==> src/include/cpu_defines.svh <==
`ifndef CPU_DEFINES_SVH
`define CPU_DEFINES_SVH

// word width for data, address and instruction
`define WORD_SIZE 16
`define NUM_REGS 4

// opcodes in instruction[15:12]
`define BNE_OP 4'd0
`define BEQ_OP 4'd1
`define BGZ_OP 4'd2
`define BLZ_OP 4'd3
`define ADI_OP 4'd4
`define ORI_OP 4'd5
`define LHI_OP 4'd6
`define LWD_OP 4'd7
`define SWD_OP 4'd8
`define JMP_OP 4'd9
`define JAL_OP 4'd10
`define RTYPE_OP 4'd15

// function codes in instruction[5:0], register type only
`define FUNC_ADD 6'd0
`define FUNC_SUB 6'd1
`define FUNC_AND 6'd2
`define FUNC_ORR 6'd3
`define FUNC_NOT 6'd4
`define FUNC_TCP 6'd5
`define FUNC_SHL 6'd6
`define FUNC_SHR 6'd7
`define FUNC_JPR 6'd25
`define FUNC_JRL 6'd26
`define FUNC_WWD 6'd28
`define FUNC_HLT 6'd29

`endif
==> src/hw/cpuPkg.sv <==
`default_nettype none

`include "cpu_defines.svh"

package cpuPkg;

	// data, address or instruction word
	typedef logic [`WORD_SIZE-1:0] word_t;

	typedef logic [$clog2(`NUM_REGS)-1:0] regIdx_t;

	// instruction fields
	typedef logic [3:0] opcode_t;
	typedef logic [5:0] func_t;

	typedef enum logic [3:0] {
		ALU_ADD,
		ALU_SUB,
		ALU_AND,
		ALU_OR,
		ALU_NOT,
		ALU_TCP,
		ALU_SHL,
		ALU_SHR,
		ALU_PASSB
	} aluOp_t;

	// one cycle per state
	typedef enum logic [2:0] {
		IF1,
		IF2,
		IF3,
		EX,
		MEM1,
		MEM2,
		WB
	} microState_t;

	// controls for the current cycle
	typedef struct packed {
		microState_t state;
		aluOp_t aluOp;
		logic aluSrcImm;
		logic regDst;
		logic regWrite;
		logic memToReg;
		logic linkToReg;
		logic memRead;
		logic memWrite;
		logic branch;
		logic jump;
		logic jumpReg;
		logic wwd;
		logic halt;
	} ctrlWord_t;

endpackage

`default_nettype wire

==> src/hw/aluUnit.sv <==
`default_nettype none

`include "cpu_defines.svh"

module aluUnit import cpuPkg::*; (
	input word_t a,
	input word_t b,
	input aluOp_t op,
	output word_t result,
	output logic overflow
);

	always_comb begin
		overflow = 1'b0;
		case (op)
			ALU_ADD: begin
				result = a + b;
				// same operand signs but result sign flipped
				overflow = (a[`WORD_SIZE-1] == b[`WORD_SIZE-1]) &&
					(result[`WORD_SIZE-1] != a[`WORD_SIZE-1]);
			end
			ALU_SUB: begin
				result = a - b;
				overflow = (a[`WORD_SIZE-1] != b[`WORD_SIZE-1]) &&
					(result[`WORD_SIZE-1] != a[`WORD_SIZE-1]);
			end
			ALU_AND: begin
				result = a & b;
			end
			ALU_OR: begin
				result = a | b;
			end
			ALU_NOT: begin
				result = ~a;
			end
			ALU_TCP: begin
				result = ~a + 1'b1;
			end
			ALU_SHL: begin
				result = {a[`WORD_SIZE-2:0], 1'b0};
			end
			ALU_SHR: begin
				// arithmetic shift keeps the sign bit
				result = {a[`WORD_SIZE-1], a[`WORD_SIZE-1:1]};
			end
			default: begin
				result = b;
			end
		endcase
	end

endmodule

`default_nettype wire

==> src/hw/controlUnit.sv <==
`default_nettype none

`include "cpu_defines.svh"

module controlUnit import cpuPkg::*; (
	input logic clk,
	input logic reset_n,
	input word_t instruction,
	output ctrlWord_t ctrl,
	output logic halted
);

	opcode_t opcode;
	func_t func;
	ctrlWord_t dec;
	logic isHlt;
	logic shortInstr;
	microState_t state;
	microState_t nextState;

	assign opcode = instruction[15:12];
	assign func = instruction[5:0];

	// instruction decode independent of the state
	always_comb begin
		dec = '0;
		dec.aluOp = ALU_ADD;
		isHlt = 1'b0;
		case (opcode)
			`BNE_OP, `BEQ_OP, `BGZ_OP, `BLZ_OP: begin
				dec.branch = 1'b1;
				dec.aluSrcImm = 1'b1;
			end
			`ADI_OP: begin
				dec.aluSrcImm = 1'b1;
				dec.regWrite = 1'b1;
			end
			`ORI_OP: begin
				dec.aluOp = ALU_OR;
				dec.aluSrcImm = 1'b1;
				dec.regWrite = 1'b1;
			end
			`LHI_OP: begin
				dec.aluOp = ALU_PASSB;
				dec.aluSrcImm = 1'b1;
				dec.regWrite = 1'b1;
			end
			`LWD_OP: begin
				dec.aluSrcImm = 1'b1;
				dec.memRead = 1'b1;
				dec.memToReg = 1'b1;
				dec.regWrite = 1'b1;
			end
			`SWD_OP: begin
				dec.aluSrcImm = 1'b1;
				dec.memWrite = 1'b1;
			end
			`JMP_OP: begin
				dec.jump = 1'b1;
			end
			`JAL_OP: begin
				dec.jump = 1'b1;
				dec.linkToReg = 1'b1;
				dec.regWrite = 1'b1;
			end
			`RTYPE_OP: begin
				// function codes up to SHR are ALU ops writing rd
				dec.regDst = 1'b1;
				dec.regWrite = (func <= `FUNC_SHR);
				case (func)
					`FUNC_SUB: dec.aluOp = ALU_SUB;
					`FUNC_AND: dec.aluOp = ALU_AND;
					`FUNC_ORR: dec.aluOp = ALU_OR;
					`FUNC_NOT: dec.aluOp = ALU_NOT;
					`FUNC_TCP: dec.aluOp = ALU_TCP;
					`FUNC_SHL: dec.aluOp = ALU_SHL;
					`FUNC_SHR: dec.aluOp = ALU_SHR;
					`FUNC_JPR: dec.jumpReg = 1'b1;
					`FUNC_JRL: begin
						dec.jumpReg = 1'b1;
						dec.linkToReg = 1'b1;
						dec.regWrite = 1'b1;
					end
					`FUNC_WWD: dec.wwd = 1'b1;
					`FUNC_HLT: isHlt = 1'b1;
					default: ;
				endcase
			end
			default: ;
		endcase
	end

	// branch, JMP, JPR and HLT finish in EX
	assign shortInstr = dec.branch || isHlt ||
		((dec.jump || dec.jumpReg) && !dec.linkToReg);

	always_comb begin
		nextState = IF1;
		case (state)
			IF1: nextState = IF2;
			IF2: nextState = IF3;
			IF3: nextState = EX;
			EX: begin
				if (shortInstr) begin
					nextState = IF1;
				end else if (dec.memRead || dec.memWrite) begin
					nextState = MEM1;
				end else begin
					nextState = WB;
				end
			end
			MEM1: nextState = MEM2;
			MEM2: nextState = dec.memRead ? WB : IF1;
			default: nextState = IF1;
		endcase
	end

	always_ff @(posedge clk) begin
		if (!reset_n) begin
			state <= IF1;
			halted <= 1'b0;
		end else if (!halted) begin
			state <= nextState;
			if (state == EX && isHlt) begin
				halted <= 1'b1;
			end
		end
	end

	// next PC is formed with an add in IF3
	always_comb begin
		ctrl = dec;
		ctrl.state = state;
		if (state == IF3) begin
			ctrl.aluOp = ALU_ADD;
		end
		ctrl.regWrite = dec.regWrite && (state == WB);
		ctrl.halt = halted;
	end

endmodule

`default_nettype wire

==> src/hw/cpuTop.sv <==
`default_nettype none

module cpuTop import cpuPkg::*; (
	input logic clk,
	input logic reset_n,
	output logic readM,
	output logic writeM,
	output word_t address,
	output word_t writeData,
	input word_t readData,
	output word_t outputPort,
	output logic halted
);

	ctrlWord_t ctrl;
	word_t instruction;

	controlUnit i_controlUnit (
		.clk(clk),
		.reset_n(reset_n),
		.instruction(instruction),
		.ctrl(ctrl),
		.halted(halted)
	);

	datapath i_datapath (
		.clk(clk),
		.reset_n(reset_n),
		.ctrl(ctrl),
		.instruction(instruction),
		.readM(readM),
		.writeM(writeM),
		.address(address),
		.writeData(writeData),
		.readData(readData),
		.outputPort(outputPort)
	);

endmodule

`default_nettype wire

==> src/hw/datapath.sv <==
`default_nettype none

`include "cpu_defines.svh"

module datapath import cpuPkg::*; (
	input logic clk,
	input logic reset_n,
	input ctrlWord_t ctrl,
	output word_t instruction,
	output logic readM,
	output logic writeM,
	output word_t address,
	output word_t writeData,
	input word_t readData,
	output word_t outputPort
);

	opcode_t opcode;
	regIdx_t rs;
	regIdx_t rt;
	regIdx_t rd;
	regIdx_t writeIdx;
	logic [7:0] imm8;
	logic [11:0] target;
	word_t pc;
	word_t nextPc;
	word_t rsData;
	word_t rtData;
	word_t immValue;
	word_t aluA;
	word_t aluB;
	word_t aluResult;
	word_t resultReg;
	word_t storeData;
	word_t loadData;
	word_t regWriteData;
	logic branchTaken;

	// instruction fields
	assign opcode = instruction[15:12];
	assign rs = instruction[11:10];
	assign rt = instruction[9:8];
	assign rd = instruction[7:6];
	assign imm8 = instruction[7:0];
	assign target = instruction[11:0];

	always_comb begin
		case (opcode)
			`ORI_OP: immValue = {8'h00, imm8};
			`LHI_OP: immValue = {imm8, 8'h00};
			default: immValue = {{8{imm8[7]}}, imm8};
		endcase
	end

	// IF3 reuses the ALU for PC plus one
	assign aluA = (ctrl.state == IF3) ? pc : (ctrl.branch ? nextPc : rsData);
	assign aluB = (ctrl.state == IF3) ? word_t'(1) : (ctrl.aluSrcImm ? immValue : rtData);

	always_comb begin
		case (opcode)
			`BNE_OP: branchTaken = (rsData != rtData);
			`BEQ_OP: branchTaken = (rsData == rtData);
			`BGZ_OP: branchTaken = ($signed(rsData) > 0);
			`BLZ_OP: branchTaken = ($signed(rsData) < 0);
			default: branchTaken = 1'b0;
		endcase
	end

	// links always go to register 2
	assign writeIdx = ctrl.linkToReg ? regIdx_t'(2) : (ctrl.regDst ? rd : rt);
	assign regWriteData = ctrl.memToReg ? loadData : resultReg;

	registerFile i_registerFile (
		.clk(clk),
		.reset_n(reset_n),
		.readIdxA(rs),
		.readIdxB(rt),
		.writeIdx(writeIdx),
		.writeData(regWriteData),
		.writeEn(ctrl.regWrite),
		.dataA(rsData),
		.dataB(rtData)
	);

	aluUnit i_aluUnit (
		.a(aluA),
		.b(aluB),
		.op(ctrl.aluOp),
		.result(aluResult),
		.overflow()
	);

	// fetch uses the PC and memory states use the latched ALU result
	assign address = (ctrl.state == IF1 || ctrl.state == IF2) ? pc : resultReg;
	assign writeData = storeData;

	// strobes are registered and go high in the cycle after IF1 or MEM1
	always_ff @(posedge clk) begin
		if (!reset_n) begin
			pc <= '0;
			nextPc <= '0;
			readM <= 1'b0;
			writeM <= 1'b0;
			instruction <= '0;
			outputPort <= '0;
		end else if (!ctrl.halt) begin
			readM <= 1'b0;
			writeM <= 1'b0;
			case (ctrl.state)
				IF1: begin
					pc <= nextPc;
					readM <= 1'b1;
				end
				IF2: begin
					instruction <= readData;
				end
				IF3: begin
					nextPc <= aluResult;
				end
				EX: begin
					if (ctrl.branch && branchTaken) begin
						nextPc <= aluResult;
					end else if (ctrl.jump) begin
						nextPc <= {nextPc[`WORD_SIZE-1:`WORD_SIZE-4], target};
					end else if (ctrl.jumpReg) begin
						nextPc <= rsData;
					end
					if (ctrl.wwd) begin
						outputPort <= rsData;
					end
				end
				MEM1: begin
					readM <= ctrl.memRead;
					writeM <= ctrl.memWrite;
				end
				default: ;
			endcase
		end
	end

	// EX result or the return address for links
	always_ff @(posedge clk) begin
		if (ctrl.state == EX) begin
			resultReg <= ctrl.linkToReg ? nextPc : aluResult;
			storeData <= rtData;
		end
		if (ctrl.state == MEM2 && ctrl.memRead) begin
			loadData <= readData;
		end
	end

endmodule

`default_nettype wire

==> src/hw/registerFile.sv <==
`default_nettype none

`include "cpu_defines.svh"

module registerFile import cpuPkg::*; (
	input logic clk,
	input logic reset_n,
	input regIdx_t readIdxA,
	input regIdx_t readIdxB,
	input regIdx_t writeIdx,
	input word_t writeData,
	input logic writeEn,
	output word_t dataA,
	output word_t dataB
);

	word_t regs [`NUM_REGS];

	always_ff @(posedge clk) begin
		if (!reset_n) begin
			for (int i = 0; i < `NUM_REGS; i++) begin
				regs[i] <= '0;
			end
		end else if (writeEn) begin
			regs[writeIdx] <= writeData;
		end
	end

	// asynchronous read ports
	assign dataA = regs[readIdxA];
	assign dataB = regs[readIdxB];

endmodule

`default_nettype wire

==> config.mk <==
export PLATFORM = sky130hd
export DESIGN_NAME = cpuTop
export DESIGN_NICKNAME = d
export VERILOG_FILES = /design/src/hw/cpuPkg.sv /design/src/hw/aluUnit.sv /design/src/hw/controlUnit.sv /design/src/hw/cpuTop.sv /design/src/hw/datapath.sv /design/src/hw/registerFile.sv
export VERILOG_INCLUDE_DIRS = /design/src /design/src/include
export SDC_FILE = /design/constraint.sdc
export NUM_CORES = 1
export LEC_CHECK = 0
export BUFFER_PORTS_ARGS = -buffer_cell sky130_fd_sc_hd__buf_2
export CORE_MARGIN = 1
export CORE_UTILIZATION = 50
export CTS_CLUSTER_SIZE = 20
export DETAILED_ROUTE_END_ITERATION = 12
export GPL_ROUTABILITY_DRIVEN = 0
export PLACE_DENSITY = 0.74
export SLEW_MARGIN = 15
export SYNTH_ARGS = -nofsm -noshare
export SYNTH_HDL_FRONTEND = slang
export SYNTH_HIERARCHICAL = 1
export SYNTH_SLANG_ARGS = --single-unit
==> constraint.sdc <==
create_clock -name clk -period 4.4 [get_ports clk]
set_clock_uncertainty 0.2 [all_clocks]
set_input_delay 0.22 -clock clk [delete_from_list [all_inputs] [get_ports clk]]
set_output_delay 0.22 -clock clk [all_outputs]
set_load 0.01 [all_outputs]
Yosys cells after proc, flatten, opt, wreduce, memory -nomap -nowiden
Memory sizes are Yosys's and may differ from the RTL's. A register that Yosys moved wholly into a read port is not among the register bits.
Index checks and enable logic that the tools add are counted.
{"block": "word_totals", "reg_bits": 118, "ramBits": 64, "input_bits": 18, "output_inout_bits": 51, "wordCells": 142, "mem_count": 1}
{"name": "i_datapath.i_registerFile.regs", "words": 4, "word_bits": 16, "read_ports": 2, "rd_ports_with_merged_regs": 2, "wr": 4, "line_no": "registerFile.sv:17", "source": "word_t regs [`NUM_REGS];"}
{"block": "classes", "add_sub_neg": 3, "n_lt_le_gt_ge": 3, "n_eq_ne": 40, "muxes": 53, "bitwise": 4, "reduce_logical": 26}
{"cell": "16-bit two-way mux", "count": 11}
{"cell": "16-bit case mux with 8 select lines", "count": 1}
{"cell": "16-bit case mux with 2 select lines", "count": 2}
{"cell": "4-bit by 3-bit == test with 1-bit output, second input constant", "count": 8}
{"cell": "6-bit by 3-bit == test with 1-bit output, second input constant", "count": 4}
{"cell": "6-bit by 5-bit == test with 1-bit output, second input constant", "count": 4}
{"cell": "3-bit case mux with 7 select lines", "count": 1}
{"cell": "1-bit two-way mux", "count": 20}
{"cell": "2-bit two-way mux", "count": 9}
{"cell": "3-bit case mux with 6 select lines", "count": 1}
{"cell": "16-bit by 1-bit adder with 16-bit output, second input constant", "count": 1}
{"cell": "16-bit adder", "count": 1}
{"cell": "16-bit AND", "count": 1}
{"cell": "16-bit == test", "count": 1}
{"cell": "4-bit by 2-bit == test with 1-bit output, second input constant", "count": 4}
{"cell": "4-bit == test, second input constant", "count": 4}
{"cell": "16-bit by 1-bit greater-than comparator with 1-bit output, second input constant", "count": 1}
{"cell": "16-bit by 1-bit < comparator with 1-bit output, second input constant", "count": 1}
{"cell": "16-bit inequality test", "count": 1}
{"cell": "16-bit NOT", "count": 1}
{"cell": "16-bit bitwise OR", "count": 1}
{"cell": "16-bit OR reduction", "count": 1}
{"cell": "16-bit subtractor", "count": 1}
{"cell": "6-bit by 2-bit == test with 1-bit output, second input constant", "count": 2}
{"cell": "28 further kinds", "count": 47}

Depth between registers and ports, before layout
Gate-level depths: netlist (run 1).
{"block": "logic_depth", "word_depth": 10, "depth_mapped": 19, "mapped_depth_nobuf": 17}

Modules after synthesis
The synthesis (run 1) kept the hierarchy.
{"mod": "datapath", "instances": 1, "cells_per_inst": 603, "area_each_um2": 5768.0, "seq_area_each_um2": 2762.6}
{"mod": "aluUnit", "instances": 1, "cells_per_inst": 490, "area_each_um2": 3493.4, "seq_area_each_um2": 0.0}
{"mod": "registerFile", "instances": 1, "cells_per_inst": 186, "area_each_um2": 3273.1, "seq_area_each_um2": 1921.8}
{"mod": "controlUnit", "instances": 1, "cells_per_inst": 65, "area_each_um2": 478.0, "seq_area_each_um2": 80.1}

Worst setup path after synthesis (run 1)
Ideal clock, no wire load.
{"block": "synth_timing", "kind": "register -> register", "from": "register i_datapath.instruction[14]", "to": "register i_datapath.resultReg[14] (data pin)", "setup_ns": 0.266, "arrival_ns": 3.726, "required_time_ns": 3.934, "setup_slack_ns": 0.208, "stages_incl_launch_ff": 18, "n_path_buf": 4, "period_less_slack_ns": 4.192, "path_cell_list": "dfxtp_1 nor2_1 buf_6 buf_1 mux2i_1 o21ai_0 clkbuf_1 inv_1 ha_1 buf_2 a21o_1 or2_1 o21ai_0 a31oi_1 a311o_1 o32a_1 inv_1 o21ai_0"}
{"element": "start, declared", "line_no": "datapath.sv:9", "source": "output word_t instruction,"}
{"element": "start signal, assigned", "line_no": "datapath.sv:115", "source": "instruction <= readData;"}
{"element": "end signal, assigned", "line_no": "datapath.sv:144", "source": "resultReg <= ctrl.linkToReg ? nextPc : aluResult;"}
{"element": "end, declared", "line_no": "datapath.sv:33", "source": "word_t resultReg;"}

==> results.toml, run 1 <==
[cells_and_area]
drive_gt1_share_pct = 23.8
final_cell_mix = "nand2_1 (169), edfxtp_1 (112), buf_4 (103)"
multi_input_area_um2 = 7650
fillers = 2030
layout.nets = 1532
final_common_cell = "nand2_1"
final_cell_area_um2 = 15100
area_delta_synth_final_pct = 16.4
instances_no_fill = 1802
regArea_um2 = 4770
diodes = 0

[critical_path]
arrival_ps = 4460
cp_max_fo = 15
cp.required_ps = 4540
crit_path_end_kind = "flop"
start_kind = "flop"
path_class = "reg2reg"
worstRegToRegCells = 15

[floorplan]
num_io_pins = 69
dieArea_um2 = 26600
die_y_um = 163
core_um2 = 25300
std_cell_rows = 58
die_w_um = 163
initial_utilization_pct = 51.2

[power_and_ir_drop]
p_per_area_nw_per_um2 = 331
max-vdd-ir-drop_mv = 0.357
p_leak_uw = 0.00596
p_total_uw = 4990

[placement]
portBuffers = 68
dp_cells = 1751
placed_cell_area_um2 = 14200
hpwl_um = 31000

[hold_path]
hold_path_depth = 2
min_path_type = "in2reg"

[cts]
cts_buffer_depth = 2
insertion_delay_ps = 440
clkSinkCount = 182
cts.clk_slew.worst_paths_ps = 70
root_buffer = "clkbuf_16"
cts_made_buffers = 17
h-tree-depth = 4
cts_tree = "yes"

[global_route]
grt_pass1_vias = 11081
grt.overflow.total = 0
antenna_found_initial = 1
grt_usage_pct = 32.2
grt_pass1_wl_um = 64300
grt_max_degree = 58

[timing]
worstMarginPinSlew_ps = 939
setup_viol = 0
final.setup.tns_ps = 0
hold_violations = 0
clock.fmax_mhz = 231
maxSlewViolCount = 0
min_period_ps = 4330
hold_slack_ps = 145
maxSlewHeadroom_pct = 37.3
fin_crit_sh_pct = 98.3

[logic_synthesis]
yosys_warnings = 6
syn-num-nets = 1408
avgSynthCellArea_um2 = 9.71
syn-cell-area_um2 = 13000
synth_cells = 1335

[route]
drtAntennaViolNets = 0
wire_per_inst_um = 23.6
first_pass_iters = 6
viasPerCell = 6.60
vias = 11885
post-route-drc-count = 0
wl_um = 42600
drtIter0Drc = 1480

[status]
outcome = "finished, final reports clean"

[job]
cap_violations = 0
[metal layers]
| layer | GRT usage, % | up-vias | part of all wire [%] | wire, um |
|---|---|---|---|---|
| met5 | 0 | - | 0.026 | 11 |
| met4 | 16.7 | 2 | 5.8 | 2470 |
| met3 | 5.86 | 191 | 11 | 4880 |
| met2 | 50.8 | 858 | 45 | 19400 |
| met1 | 42.1 | 5644 | 37 | 15800 |
| li1 | - | 5190 | - | - |
[critical path, stage by stage (launching register included)]
cell      delay [ps]
dfxtp_1          450
buf_12           210
mux4_2           610
nand2b_1         140
a21oi_1          110
inv_1            140
ha_2             370
buf_4            170
inv_1            140
a21oi_1          110
o31ai_1          440
a21oi_1          140
a211oi_1         380
o32a_1           250
inv_1             70
a221oi_1         290
[repair_timing]
item	4_1_cts	5_1_grt
pin swaps	0	1
setup endpoints to repair	5	16
hold buffers	16	0
gates resized for setup	2	37
endpoints found under the hold margin	32	0
setup buffers	0	3
cloned	0	0
[power by group]
group	internal (uW)	switching, uW	leakage, uW	total [uW]
logic	655	924	0.00401	1580
clock network	745	721	0.000275	1470
registers	1880	63.3	0.00167	1940
total	3280	1710	0.00596	4990
[state kept, by name (all words and copies together), names as in the netlist]
signal                          count
i_controlUnit/halted                1
i_datapath/readM                    1
i_datapath/loadData                16
i_datapath/nextPc                  16
i_datapath/i_registerFile/regs     64
i_controlUnit/state                 3
i_datapath/instruction             16
i_datapath/pc                      16
i_datapath/writeData               16
i_datapath/resultReg               16
i_datapath/writeM                   1
i_datapath/outputPort              16
[through the flow]
step / worst slack (ps) / utilization [%]
final: 72.6 / 59.6
after CTS: 21.6 / 58.9
after floorplan: 208 / -
after global routing: -59.7 / 59.6
after detailed placement: -62.2 / 56.0
after global placement: 89.8 / 56.0
[cell type report]
type                       count  area share (%)
multi-input combinational    994            50.7
clock buffer                  19            2.87
clock inverter                13           0.780
timing repair buffer         196            9.58
inverter                      68            1.69
sequential                   182            31.6
tap                          330            2.74
[path summary, 6_finish.rpt]
| kind | startpoint | to | slack, ps |
|---|---|---|---|
| max reg2reg | i_datapath/instruction[8] | i_datapath/nextPc[14] | 70 |
| min | reset_n | i_datapath/instruction[12] | 140 |
| min reg2reg | i_datapath/outputPort[11] | i_datapath/outputPort[11] | 260 |
| max | i_datapath/instruction[8] | i_datapath/nextPc[14] | 70 |
(Power assumes the default switching activity.)
==> inputs of run 2 (changes only) <==
--- a/config.mk
+++ b/config.mk
@@ -12,7 +12,7 @@
 export CTS_CLUSTER_SIZE = 20
 export DETAILED_ROUTE_END_ITERATION = 12
 export GPL_ROUTABILITY_DRIVEN = 0
-export PLACE_DENSITY = 0.74
+export PLACE_DENSITY = 0.71
 export SLEW_MARGIN = 15
 export SYNTH_ARGS = -nofsm -noshare
 export SYNTH_HDL_FRONTEND = slang
==> constraint.sdc (replaced) <==
create_clock -name clk -period 5 [get_ports clk]
set_clock_uncertainty 0.2 [all_clocks]
set_input_delay 0.25 -clock clk [delete_from_list [all_inputs] [get_ports clk]]
set_output_delay 0.25 -clock clk [all_outputs]
set_load 0.01 [all_outputs]
==> results.toml, run 2 (synthesized netlist as in run 1, its figures left out) <==
[power_and_ir_drop]
swShare_pct = 34.7
power_frac_clock_pct = 31.2
pwr-share-comb_pct = 29.4
p_seq_share_pct = 39.4
max-vdd-ir-drop_mv = 0.195
intPower_uw = 2840
p_switching_uw = 1510
p_total_uw = 4350
p_per_area_nw_per_um2 = 297
p_leak_uw = 0.00576

[route]
wire_per_inst_um = 23.7
first_pass_iters = 5
vias = 11477
drtIter0Drc = 1519
post-route-drc-count = 0
drtAntennaViolNets = 0
wl_um = 41800
viasPerCell = 6.49

[global_route]
grt_usage_pct = 31.9
grt.overflow.total = 0
grt_pass1_wl_um = 63400
grt_pass1_vias = 10754
antenna_found_initial = 0
grt_max_degree = 54

[cells_and_area]
largest_register_ffs = 64
final_util_pct = 58.0
final_common_cell = "nand2_1"
registers.top_by_ff_count = "i_datapath/i_registerFile/regs"
drive_gt1_share_pct = 20.7
diodes = 0
fillers = 2144
final_cell_mix = "nand2_1 (169), edfxtp_1 (112), buf_4 (76)"
area_delta_synth_final_pct = 13.3
final_cell_area_um2 = 14700
layout.nets = 1498

[placement]
pre_cts_ws_ps = 252
hpwl_um = 30800
portBuffers = 68
placed_cell_area_um2 = 13900

[timing]
clock.fmax_mhz = 212
maxSlewViolCount = 0
final.setup.tns_ps = 0
fin_ws_ps = 293
fin_crit_sh_pct = 94.1
setup_viol = 0
min_period_ps = 4710
maxSlewHeadroom_pct = 34.1
rsz0062_at_grt = "false"
hold_violations = 0
worstMarginPinSlew_ps = 987

[floorplan]
core_um2 = 25300
initial_utilization_pct = 51.2
num_io_pins = 69
dieArea_um2 = 26600
die_y_um = 163
std_cell_rows = 58
die_w_um = 163

[critical_path]
worstReg2RegStart = "i_datapath/instruction[14]"
cp_max_fo = 13
path_delay_family = "compound AO/OA/AOI/OAI gates"
worstRegToRegCells = 13
r2r-end = "i_datapath/nextPc[14]"
cp.buffers_inverters = 4
cp.required_ps = 5140
start_kind = "flop"
arrival_ps = 4850
path_class = "reg2reg"
crit_path_end_kind = "flop"
path_depth = 13
slowest_delay_ps = 630
cp_cell_sequence = "nor2_2 -> buf_4 -> mux2i_1 -> o21ai_1 -> inv_1 -> ha_1 -> buf_4 -> nor4_1 -> nand3_1 -> a211oi_1 -> o32a_1 -> inv_1 -> a221oi_1"
crit_path_top_delay_cell = "o21ai_1"
r2r_setup_slack_ps = 290

[cts]
cts.clk_slew.worst_paths_ps = 80
insertion_delay_ps = 450
cts_made_buffers = 17
clkSinkCount = 182
cts_buffer_depth = 2
cts_tree = "yes"
h-tree-depth = 4
root_buffer = "clkbuf_16"

[hold_path]
hold_path_depth = 2
holdPathEnd = "i_datapath/outputPort[8]"
hold_start = "i_datapath/outputPort[8]"
min_path_type = "reg2reg"

[status]
outcome = "finished, final reports clean"

[job]
cap_violations = 0
==> run 2: how the worst max path moves through the flow <==
stage | start | to
after floorplan | i_datapath/instruction[14] | i_datapath/resultReg[14]
after global placement | i_datapath/instruction[12] | i_datapath/nextPc[15]
after detailed placement | i_datapath/instruction[12] | i_datapath/nextPc[15]
after CTS | i_datapath/instruction[12] | i_datapath/nextPc[15]
after global routing | i_datapath/instruction[15] | i_datapath/nextPc[15]
final | i_datapath/instruction[14] | i_datapath/nextPc[14]
==> run 2: final cells by class <==
class	count	area [um^2]	share of cell area, %
Multi-Input combinational cell	994	7530	51.3
Clock buffer	17	425	2.90
Clock inverter	15	173	1.18
Sequential cell	182	4770	32.5
Timing Repair Buffer	162	1110	7.57
Tap cell	330	413	2.81
Inverter	68	255	1.74
==> run 2: worst reg2reg max path, cell delays in order, from the launching register on <==
cell and delay (ps):
dfxtp_1 460, nor2_2 620, buf_4 310, mux2i_1 90, o21ai_1 630, inv_1 110
ha_1 340, buf_4 180, nor4_1 510, nand3_1 170, a211oi_1 400, o32a_1 260
inv_1 60, a221oi_1 270
==> run 2: layer usage <==
metal  routed length [um]  up-vias  GRT usage [%]  share of wire (%)
met5                    0        -              0                  0
met4                 1750        0           13.0                4.2
met3                 4520      130           6.14                 11
met2                18800      705           49.8                 45
met1                16800     5528           43.3                 40
li1                     -     5114              -                  -
==> run 2: power by group through the flow <==
stage | clock (uW) | sequential, uW | combinational [uW]
CTS | 1370 | 1710 | 1240
detailed placement | 0 | 1750 | 1220
global route | 1430 | 1720 | 1370
global placement | 0 | 1740 | 1210
finish | 1360 | 1710 | 1280
floorplan | 0 | 1720 | 853
==> run 2: what timing repair did <==
action	4_1_cts	5_1_grt
hold buffers	16	0
setup endpoints to repair	0	6
endpoints found under the hold margin	32	0
gates resized for setup	0	7
buffers inserted	0	3
==> run 2: stage by stage <==
stage	hold slack, ps	instances
2_1_floorplan	149	1335
3_3_place_gp	242	1717
3_5_place_dp	243	1717
4_1_cts	256	1765
5_1_grt	273	1768
6_report	251	1768
